--- src/include/bpu_consts.svh ---
`ifndef BPU_CONSTS_SVH
`define BPU_CONSTS_SVH

// BHT index width, 64 counters
`define BPU_BHT_IDX_W 6

// BTB index width, 32 entries
`define BPU_BTB_IDX_W 5

// Instructions are word aligned, so indexing starts above bit 1
`define BPU_PC_LSB 2

// Run length of the regression
`define BPU_PHASE_CYCLES 400
`define BPU_PHASE_COUNT 6
`define BPU_WATCHDOG_SLACK 100

`endif

--- src/hdl/isa_pkg.sv ---
package isa_pkg;

    // One fetched instruction word
    typedef logic [31:0] inst_t;

    // Major opcode field
    typedef logic [5:0] opcode_t;

    localparam int OPC_MSB = 31;
    localparam int OPC_LSB = 26;

    // Branch opcodes decoded by the front end
    // beqz and bnez sit below this range and are left to the backend
    localparam opcode_t OPC_BCEQZ = 6'b010010;  // bceqz and bcnez share it
    localparam opcode_t OPC_JIRL  = 6'b010011;
    localparam opcode_t OPC_B     = 6'b010100;
    localparam opcode_t OPC_BL    = 6'b010101;
    localparam opcode_t OPC_BEQ   = 6'b010110;
    localparam opcode_t OPC_BNE   = 6'b010111;
    localparam opcode_t OPC_BLT   = 6'b011000;
    localparam opcode_t OPC_BGE   = 6'b011001;
    localparam opcode_t OPC_BLTU  = 6'b011010;
    localparam opcode_t OPC_BGEU  = 6'b011011;

    localparam opcode_t OPC_BR_FIRST = OPC_BCEQZ;
    localparam opcode_t OPC_BR_LAST  = OPC_BGEU;

    function automatic opcode_t opcode_of(input inst_t inst);
        return inst[OPC_MSB:OPC_LSB];
    endfunction

endpackage

--- src/hdl/bpu_types_pkg.sv ---
`include "bpu_consts.svh"

package bpu_types_pkg;

    // PC or branch target
    typedef logic [31:0] addr_t;

    // Two-bit saturating counter, upper bit is the prediction
    typedef logic [1:0] ctr_t;

    localparam ctr_t CTR_MIN   = 2'd0;
    localparam ctr_t CTR_MAX   = 2'd3;
    localparam ctr_t CTR_RESET = 2'd1;  // weakly not taken

    // BTB tag covers the PC bits above the index
    localparam int BTB_TAG_W = 32 - `BPU_PC_LSB - `BPU_BTB_IDX_W;

    typedef logic [BTB_TAG_W-1:0] btb_tag_t;

    typedef struct packed {
        logic     valid;
        btb_tag_t tag;
        addr_t    target;
    } btb_entry_t;

    // One bit per issue slot, slot 0 in bit 0
    typedef logic [1:0] slot_mask_t;

    localparam slot_mask_t KEEP_SLOT0 = 2'b01;
    localparam slot_mask_t KEEP_BOTH  = 2'b11;

endpackage

--- src/hdl/bpu_update_if.sv ---
`timescale 1ns/1ps

// Branch resolution from the backend, one update per strobe
interface bpu_update_if;

    logic                 upd_en;
    bpu_types_pkg::addr_t upd_pc;
    logic                 upd_taken;
    bpu_types_pkg::addr_t upd_target;

    modport src (
        output upd_en,
        output upd_pc,
        output upd_taken,
        output upd_target
    );

    // Read by both prediction tables
    modport sink (
        input upd_en,
        input upd_pc,
        input upd_taken,
        input upd_target
    );

endinterface

--- src/hdl/bht_d.sv ---
`timescale 1ns/1ps
`include "bpu_consts.svh"

module bht_d #(
    parameter int IDX_W = `BPU_BHT_IDX_W
) (
    input  logic                       clk,
    input  logic                       arst_n,
    input  bpu_types_pkg::addr_t [1:0] pc,
    bpu_update_if.sink                 upd,
    output logic [1:0]                 taken
);

    localparam int DEPTH = 1 << IDX_W;

    bpu_types_pkg::ctr_t ctr_q [DEPTH];

    logic [IDX_W-1:0]    rd_idx [2];
    logic [IDX_W-1:0]    wr_idx;
    bpu_types_pkg::ctr_t ctr_old;
    bpu_types_pkg::ctr_t ctr_new;

    for (genvar s = 0; s < 2; s++) begin : g_rd_idx
        assign rd_idx[s] = pc[s][`BPU_PC_LSB +: IDX_W];
    end

    assign wr_idx = upd.upd_pc[`BPU_PC_LSB +: IDX_W];

    ////////////////////
    // Counter training
    always_comb begin
        ctr_old = ctr_q[wr_idx];
        ctr_new = ctr_old;
        if (upd.upd_taken) begin
            if (ctr_old != bpu_types_pkg::CTR_MAX) begin
                ctr_new = ctr_old + 2'd1;
            end
        end else if (ctr_old != bpu_types_pkg::CTR_MIN) begin
            ctr_new = ctr_old - 2'd1;
        end
    end

    always_ff @(posedge clk or negedge arst_n) begin
        if (!arst_n) begin
            for (int i = 0; i < DEPTH; i++) begin
                ctr_q[i] <= bpu_types_pkg::CTR_RESET;
            end
        end else if (upd.upd_en) begin
            ctr_q[wr_idx] <= ctr_new;
        end
    end

    ////////////////////
    // Lookup, sees the table before this edge's update
    always_ff @(posedge clk or negedge arst_n) begin
        if (!arst_n) begin
            taken <= '0;
        end else begin
            for (int s = 0; s < 2; s++) begin
                taken[s] <= ctr_q[rd_idx[s]][1];
            end
        end
    end

endmodule

--- src/hdl/btb_d.sv ---
`timescale 1ns/1ps
`include "bpu_consts.svh"

module btb_d #(
    parameter int IDX_W = `BPU_BTB_IDX_W
) (
    input  logic                       clk,
    input  logic                       arst_n,
    input  bpu_types_pkg::addr_t [1:0] pc,
    bpu_update_if.sink                 upd,
    output bpu_types_pkg::addr_t [1:0] target,
    output logic [1:0]                 hit
);

    localparam int DEPTH = 1 << IDX_W;
    localparam int TAG_W = bpu_types_pkg::BTB_TAG_W;

    // Entry storage
    logic [DEPTH-1:0]        valid_q;
    bpu_types_pkg::btb_tag_t tag_mem [DEPTH];
    bpu_types_pkg::addr_t    tgt_mem [DEPTH];

    logic [IDX_W-1:0]          rd_idx [2];
    bpu_types_pkg::btb_entry_t rd_ent [2];
    logic [1:0]                rd_hit;

    logic [IDX_W-1:0]          wr_idx;
    logic                      wr_en;

    ////////////////////
    // Read side
    for (genvar s = 0; s < 2; s++) begin : g_rd
        assign rd_idx[s]        = pc[s][`BPU_PC_LSB +: IDX_W];
        assign rd_ent[s].valid  = valid_q[rd_idx[s]];
        assign rd_ent[s].tag    = tag_mem[rd_idx[s]];
        assign rd_ent[s].target = tgt_mem[rd_idx[s]];
        assign rd_hit[s] = rd_ent[s].valid && (rd_ent[s].tag == pc[s][31 -: TAG_W]);
    end

    always_ff @(posedge clk or negedge arst_n) begin
        if (!arst_n) begin
            hit <= '0;
        end else begin
            hit <= rd_hit;
        end
    end

    // Stored target of each slot's entry
    always_ff @(posedge clk) begin
        for (int s = 0; s < 2; s++) begin
            target[s] <= rd_ent[s].target;
        end
    end

    ////////////////////
    // Install on taken updates only
    assign wr_en  = upd.upd_en && upd.upd_taken;
    assign wr_idx = upd.upd_pc[`BPU_PC_LSB +: IDX_W];

    always_ff @(posedge clk or negedge arst_n) begin
        if (!arst_n) begin
            valid_q <= '0;
        end else if (wr_en) begin
            valid_q[wr_idx] <= 1'b1;
        end
    end

    always_ff @(posedge clk) begin
        if (wr_en) begin
            tag_mem[wr_idx] <= upd.upd_pc[31 -: TAG_W];
            tgt_mem[wr_idx] <= upd.upd_target;
        end
    end

endmodule

--- src/hdl/bpu_d.sv ---
`timescale 1ns/1ps
`include "bpu_consts.svh"

module bpu_d (
    input  logic                       clk,
    input  logic                       arst_n,
    input  logic                       stall,
    input  bpu_types_pkg::addr_t [1:0] pc,
    input  isa_pkg::inst_t [1:0]       inst,
    input  logic [1:0]                 inst_en,
    bpu_update_if.sink                 upd,
    output bpu_types_pkg::slot_mask_t  is_branch,
    output bpu_types_pkg::slot_mask_t  pre_taken,
    output bpu_types_pkg::addr_t       pre_target,
    output logic                       taken_sure,
    output bpu_types_pkg::slot_mask_t  fetch_inst_en
);

    isa_pkg::opcode_t                opc [2];
    bpu_types_pkg::slot_mask_t       br_dec;
    bpu_types_pkg::slot_mask_t       en_q;
    bpu_types_pkg::addr_t [1:0]      btb_target;
    bpu_types_pkg::slot_mask_t       btb_hit;
    bpu_types_pkg::slot_mask_t       qualify;

    ////////////////////
    // Branch decode
    for (genvar s = 0; s < 2; s++) begin : g_dec
        assign opc[s]    = isa_pkg::opcode_of(inst[s]);
        assign br_dec[s] = !stall
                        && (opc[s] >= isa_pkg::OPC_BR_FIRST)
                        && (opc[s] <= isa_pkg::OPC_BR_LAST);
    end

    // Aligned with the table lookups
    always_ff @(posedge clk or negedge arst_n) begin
        if (!arst_n) begin
            is_branch <= '0;
            en_q      <= '0;
        end else begin
            is_branch <= br_dec;
            en_q      <= inst_en;
        end
    end

    ////////////////////
    // Tables
    bht_d #(
        .IDX_W (`BPU_BHT_IDX_W)
    ) bht_i (
        .clk    (clk),
        .arst_n (arst_n),
        .pc     (pc),
        .upd    (upd),
        .taken  (pre_taken)
    );

    btb_d #(
        .IDX_W (`BPU_BTB_IDX_W)
    ) btb_i (
        .clk    (clk),
        .arst_n (arst_n),
        .pc     (pc),
        .upd    (upd),
        .target (btb_target),
        .hit    (btb_hit)
    );

    ////////////////////
    // Redirect selection, slot 0 first
    assign qualify = is_branch & pre_taken & en_q & btb_hit;

    always_comb begin
        if (qualify[0]) begin
            // Drop slot 1, it follows a taken branch
            fetch_inst_en = bpu_types_pkg::KEEP_SLOT0;
            pre_target    = btb_target[0];
            taken_sure    = 1'b1;
        end else if (qualify[1]) begin
            fetch_inst_en = bpu_types_pkg::KEEP_BOTH;
            pre_target    = btb_target[1];
            taken_sure    = 1'b1;
        end else begin
            fetch_inst_en = bpu_types_pkg::KEEP_BOTH;
            pre_target    = '0;
            taken_sure    = 1'b0;
        end
    end

endmodule

--- src/hdl/bpu_top.sv ---
`timescale 1ns/1ps

module bpu_top (
    input  logic                 clk,
    input  logic                 arst_n,
    input  logic                 stall,
    input  bpu_types_pkg::addr_t pc0,
    input  bpu_types_pkg::addr_t pc1,
    input  isa_pkg::inst_t       inst0,
    input  isa_pkg::inst_t       inst1,
    input  logic                 inst_en0,
    input  logic                 inst_en1,
    input  logic                 upd_en,
    input  bpu_types_pkg::addr_t upd_pc,
    input  logic                 upd_taken,
    input  bpu_types_pkg::addr_t upd_target,
    output logic [1:0]           is_branch,
    output logic [1:0]           pre_taken,
    output bpu_types_pkg::addr_t pre_target,
    output logic                 taken_sure,
    output logic [1:0]           fetch_inst_en
);

    bpu_types_pkg::addr_t [1:0] pc_pair;
    isa_pkg::inst_t [1:0]       inst_pair;

    bpu_update_if upd_if ();

    // Update port bundled for the tables
    assign upd_if.upd_en     = upd_en;
    assign upd_if.upd_pc     = upd_pc;
    assign upd_if.upd_taken  = upd_taken;
    assign upd_if.upd_target = upd_target;

    // Slot 0 in index 0
    assign pc_pair   = {pc1, pc0};
    assign inst_pair = {inst1, inst0};

    bpu_d bpu_d_i (
        .clk           (clk),
        .arst_n        (arst_n),
        .stall         (stall),
        .pc            (pc_pair),
        .inst          (inst_pair),
        .inst_en       ({inst_en1, inst_en0}),
        .upd           (upd_if),
        .is_branch     (is_branch),
        .pre_taken     (pre_taken),
        .pre_target    (pre_target),
        .taken_sure    (taken_sure),
        .fetch_inst_en (fetch_inst_en)
    );

endmodule

--- config.mk ---
export PLATFORM = sky130hd
export DESIGN_NAME = bpu_top
export DESIGN_NICKNAME = d
export VERILOG_FILES = /design/src/hdl/isa_pkg.sv /design/src/hdl/bpu_types_pkg.sv /design/src/hdl/bpu_update_if.sv /design/src/hdl/bht_d.sv /design/src/hdl/btb_d.sv /design/src/hdl/bpu_d.sv /design/src/hdl/bpu_top.sv
export VERILOG_INCLUDE_DIRS = /design/src /design/src/include
export SDC_FILE = /design/constraint.sdc
export NUM_CORES = 2
export LEC_CHECK = 0
export BUFFER_PORTS_ARGS = -buffer_cell sky130_fd_sc_hd__clkbuf_2
export CAP_MARGIN = 20
export CORE_MARGIN = 10
export CORE_UTILIZATION = 50
export CTS_BUF_LIST = sky130_fd_sc_hd__clkbuf_16
export CTS_CLUSTER_DIAMETER = 80
export CTS_CLUSTER_SIZE = 12
export DETAILED_ROUTE_END_ITERATION = 7
export PLACE_DENSITY_LB_ADDON = 0.15
export SYNTH_ARGS = -nofsm -noshare
export SYNTH_HDL_FRONTEND = slang
export SYNTH_SLANG_ARGS = --single-unit
--- constraint.sdc ---
create_clock -name clk -period 2.3 [get_ports clk]
set_input_delay 0.46 -clock clk [delete_from_list [all_inputs] [get_ports clk]]
set_output_delay 0.46 -clock clk [all_outputs]
set_load 0.005 [all_outputs]
# Word level (Yosys, flattened, before mapping)
# Memory sizes are Yosys's and may differ from the RTL's. A register that Yosys moved wholly into a read port is not among the register bits.
# Cells that the tools add are included.
totals:
  out_inout_bits: 39
  wordCells: 134
  regBits: 168
  memories: 2
  input_bits: 199
  mem_bits_rw: 1824
op_classes:
  add_sub_neg: 2
  n_reduce_logical: 11
  n_mux: 28
  order_cmp: 12
  n_eq_ne: 3
  bitwise: 7
mem_list:
  columns: ["memory", "words", "width", "rd", "rd_ports_with_merged_regs", "write_ports", "line_no", "rtl"]
  rows:
  - ["bpu_d_i.btb_i.tgt_mem", 32, 32, 2, 2, 1, "btb_d.sv:21", "bpu_types_pkg::addr_t tgt_mem [DEPTH];"]
  - ["bpu_d_i.btb_i.tag_mem", 32, 25, 2, 0, 1, "btb_d.sv:20", "bpu_types_pkg::btb_tag_t tag_mem [DEPTH];"]
op_table:
  columns: ["op", "n"]
  rows:
  - ["bitwise mux 128 bit", 1]
  - ["2-to-1 mux 32 bit", 2]
  - ["equality test 25 bit", 2]
  - ["binary-select mux 2 bit (select 6 bit)", 3]
  - ["OR 32 bit", 1]
  - ["2-to-1 mux 2 bit", 11]
  - ["greater-or-equal comparator 7 bit, second input constant", 3]
  - ["NOT 6 -> 7 bit", 3]
  - ["less-than comparator 5 x 6 -> 1 bit, second input constant", 3]
  - ["demux 2 bit (select 6 bit)", 1]
  - ["greater-or-equal comparator 6 x 5 -> 1 bit, second input constant", 2]
  - ["less-or-equal comparator 6 x 5 -> 1 bit, second input constant", 2]
  - ["binary-select mux 1 bit (select 5 bit)", 2]
  - ["logical AND 1 bit", 9]
  - ["less-than comparator 7 x 1 -> 1 bit, second input constant", 1]
  - ["2-to-1 mux 1 bit", 7]
  - ["AND 2 bit", 3]
  - ["demux 1 bit (select 5 bit)", 1]
  - ["greater-or-equal comparator 5 x 1 -> 1 bit, second input constant", 1]
  - ["adder 2 x 1 -> 2 bit, second input constant", 1]
  - ["inequality test 2 bit, second input constant", 1]
  - ["nonzero test 2 bit", 1]
  - ["subtractor 2 x 1 -> 2 bit, second input constant", 1]
  - ["logical NOT 1 bit", 1]

# Longest topological paths before layout
depth:
  word_depth: 8
  mapped_depth: 13
  mapped_depth_nobuf: 8

# Hierarchy
# A second synthesis with hierarchy kept.
unflattened:
  cells_unflattened: 4873
  area_unflattened_um2: 95333.9
by_module_without_submodules:
  columns: ["module", "area_per_inst_um2", "cells_each", "instances", "seq_area_each_um2"]
  rows:
  - ["btb_d", 87039.7, 4043, 1, 56904.6]
  - ["bht_d", 7728.7, 772, 1, 3333.2]
  - ["bpu_d", 565.5, 58, 1, 100.1]

# Worst setup path before layout
# OpenSTA, ideal clock, no wires.
synth_timing:
  path_type: "in2reg"
  start: "in upd_pc[3]"
  end: "mem bpu_d_i.btb_i.tag_mem[2][0] (netlist name) (enable)"
  cell_stages: 7
  setup_time_ns: 0.473
  n_path_buf: 4
  slack_ns: -2.401
  t_required_ns: 1.827
  arrival_time_ns: 4.228
  path_cell_list: "buf_2 buf_2 buf_2 clkbuf_1 nor2b_1 nand3_1 nor2_1"
synth_lines:
  columns: ["item", "line_no", "rtl"]
  rows:
  - ["start: declaration", "bpu_top.sv:14", "input bpu_types_pkg::addr_t upd_pc,"]
  - ["end: declaration", "btb_d.sv:20", null]
# Straight into the memory's write port.

# Worst setup path after layout
layout_timing:
  start: "reg bpu_d_i.btb_i.hit[0]"
  end: "out pre_target[22]"
layout_between:
  elab_chain_cells: 2
layout_lines:
  columns: ["item", "line_no", "rtl"]
  rows:
  - ["start: declaration", "btb_d.sv:12", "output logic [1:0] hit"]
  - ["start signal: assignment", "btb_d.sv:44", "hit <= rd_hit;"]
  - ["AND 2 bit", "bpu_d.sv:71", "assign qualify = is_branch & pre_taken & en_q & btb_hit;"]
  - ["2-to-1 mux 32 bit", "bpu_d.sv:74", "if (qualify[0]) begin"]
  - ["end: declaration", "bpu_top.sv:19", "output bpu_types_pkg::addr_t pre_target,"]
# Every way passes these cells.

==> flow_metrics.tcl <==
set metrics [dict create \
    synth_common_cells "edfxtp_1 (1824), mux4_2 (1130), nand2_1 (473)" \
    tightest_slew_ps 991 \
    num-fill-cells 13600 \
    overflow 0 \
    max_cap_viol_count 0 \
    path_cells "and4_4 > nor2_4 > buf_12 > buf_4 > a22o_1 > clkbuf_2" \
    dieArea_sq_um 207000 \
    clk_pin_slew_ps 60 \
    grt_pass1_vias 56200 \
    ant_nets 0 \
    status "finished with violations" \
    synth_edf_count 1824 \
    synth_most_common_cell "edfxtp_1" \
    finalSetupViolations 165 \
    setup_slack_ps -718 \
    fin_cells 8215 \
    areaGrowthSynthToFinish_pct 18.7 \
    wl_per_cell_um 35.1 \
    cp.arrival_ps 2560 \
    synth-main-ff-cell "edfxtp_1" \
    nets 5791 \
    crit_required_ps 1840 \
    clockBufferDepth 3 \
    cts_num_sinks 2056 \
    powerDensity_nw_per_um2 702 \
    avgSynthCellArea_sq_um 19.9 \
    first_pass_iters 5 \
    max-vdd-ir-drop_mv 0.630 \
    finClkSkew_ps 24.5 \
    rsz0062_at_grt "yes" \
    root_buffer "clkbuf_16" \
    via_count 54600 \
    cts_buffers 191 \
    timing.final.crit_share_pct 131 \
    grt_pass1_wl_um 415000 \
    drive_gt1_share_pct 43.5 \
    synthArstFlopShare_pct 8.17 \
    seqCellArea_sq_um 60300 \
    post-synth-top-area-cell "edfxtp_1" \
    yosys-top-cells-area "edfxtp_1 (58%), mux4_2 (27%), dfrtp_1 (2.7%)" \
    rows 159 \
    synth_nets 4966 \
    die_h_um 455 \
    die_x_um 455 \
    grt_antenna_before_repair 18 \
    insertion_delay_ps 850 \
    cpPeakStageDelay_ps 500 \
    synth.yosys.seq_area_share_pct 63.7 \
    htree_levels 4 \
    violations "negative setup slack" \
    finalHoldViolCount 0 \
    drcViolationCount 0 \
    path_class "flip-flop to primary output" \
    globalplace.congestion 0.873 \
    grt_use_total_pct 28.0 \
    route.detailed.vias_per_inst 6.65 \
    wl_um 288000 \
    syn_area_sq_um 94700 \
    drtIter0Drc 6339 \
    synth_seq_cells 2056 \
    grt_max_degree 95 \
    cts_tree "built" \
    multiInputGateArea_sq_um 32900 \
    ys_warn_count 0 \
    yosysTopAreaCellShare_pct 57.9 \
    critPathCaptureType "primary output" \
    fmax_ghz 0.331 \
    slew_viol_final 0 \
    hpwl_um 187000 \
    crit_fanout 16 \
    synth_cells 4767 \
    dp.cells 7882 \
    cp_slowest_cell "dfrtp_2" \
    hold_path.class "input port to flip-flop" \
    relSlewSlack_pct 34.0 \
    portBuffers 176 \
    p_leak_uw 0.0381 \
    cp-start-kind "flip-flop" \
    ys_types 66 \
    layout_min_cycle_time_ps 3020 \
    whs_ps 78.4 \
    io_pins 238 \
    core_sq_um 188000 \
    start_util_pct 50.4 \
]
## cell usage in the layout (no fill, tap or decap), types with 6 or more instances in the layout
master            n
diode_2           6
clkbuf_16       194
a21oi_1          21
a22o_1           29
buf_4           524
mux4_2         1130
mux2_2            8
a22oi_1          21
o21ai_1          55
inv_6             6
dfstp_2          64
a32oi_1          13
nor2_1           35
buf_12          258
xor2_1           14
buf_6            13
buf_16            6
o211ai_1          9
a211oi_1         12
nand3_1          20
nor2_4           33
inv_1           107
or2_2            33
and2_1            8
nand2b_1          9
mux2i_1         140
nor2b_1          20
dfrtp_1         102
nand2_1         473
xnor2_1          28
o21ai_0         117
clkbuf_2        165
a221oi_1         26
dlygate4sd3_1     7
edfxtp_1       1824
nor3_1           10
nand4_1          13
dfxtp_1          64
## final timing paths
check	start	to	slack (ps)	cells after the start
max	bpu_d_i.btb_i.hit[0]	pre_target[22]	-720	6
min	pc0[7]	bpu_d_i.bht_i.taken[0]	80	2
max reg2reg	bpu_d_i.btb_i.tag_mem[16][20]	bpu_d_i.btb_i.hit[0]	-480	8
min reg2reg	bpu_d_i.bht_i.ctr_q[22]	bpu_d_i.bht_i.ctr_q[22]	460	2
max in group asynchronous	arst_n	bpu_d_i.bht_i.ctr_q[126]	1660	3
min in group asynchronous	arst_n	bpu_d_i.bht_i.ctr_q[2]	130	2
## metal layers
| layer | vias up | GRT usage, % | wire, um |
|---|---|---|---|
| li1 | 21900 | - | - |
| met1 | 29400 | 38.8 | 112000 |
| met2 | 2767 | 44.9 | 140000 |
| met5 | - | 0 | 84 |
| met4 | 12 | 10.4 | 11900 |
| met3 | 522 | 5.05 | 24100 |
## report_power, final
| part | switching (uW) | internal [uW] |
|---|---|---|
| Sequential | 365 | 41500 |
| Clock | 13700 | 15100 |
| Combinational | 4160 | 4000 |
| Total | 18200 | 60700 |
## per-stage QoR
stage / power, uW / worst slack [ps] / TNS, ps / util [%] / instance area [sq um]
floorplan: 47300 / -863 / -1311710 / - / 95000
global placement: 50600 / -1420 / -365120 / 56.6 / 106000
detailed placement: 50700 / -1440 / -368300 / 56.6 / 106000
CTS: 79400 / -727 / -59620 / 59.7 / 112000
global route: 81400 / -720 / -72420 / 59.7 / 112000
finish: 78900 / -718 / -63080 / 59.7 / 112000
## cell type report
type / count / area share, %
Clock inverter: 121 / 0.522
Multi-Input combinational cell: 2353 / 29.3
Antenna cell: 6 / 0.0134
Sequential cell: 2056 / 53.7
Inverter: 10 / 0.0512
Timing Repair Buffer: 980 / 9.28
Tap cell: 2495 / 2.78
Clock buffer: 194 / 4.32
## state kept, by name, summed over array words and instances, names as in the netlist
register and flops:
bpu_d_i.btb_i.tgt_mem 1024, bpu_d_i.btb_i.hit 2, bpu_d_i.en_q 2, bpu_d_i.btb_i.target 64
bpu_d_i.is_branch 2, bpu_d_i.bht_i.taken 2, bpu_d_i.btb_i.tag_mem 800, bpu_d_i.btb_i.valid_q 32
bpu_d_i.bht_i.ctr_q 128
## logic make-up (layout without fill, tap and decap cells)
family                 Yosys count  count (layout)  synth area share, %
AO/OA/AOI/OAI                  345             345                 2.36
XOR/XNOR                        46              46                0.426
buffers and inverters          358            1305                 1.94
flip-flops                    2056            2056                 63.7
multiplexers                  1281            1281                 28.5
other                            1               7              0.00396
AND/OR/NAND/NOR                680             680                 3.05
## critical path, delay by kind of cell, from the launching register on
kind,cells,cell delay (ps)
flops,1,500
buf+inv,3,490
simple gates,2,440
compound gates,1,200
## timing repair
item / in CTS / in global routing
pin swaps: 10 / 1
hold endpoints to repair: 169 / 0
endpoints found under the setup margin: 165 / 189
hold buffers: 7 / 0
setup buffers: 4 / 0
gates resized for setup: 36 / 23
gates cloned: 3 / 0
Note: power is estimated with default switching activity, not from simulation.
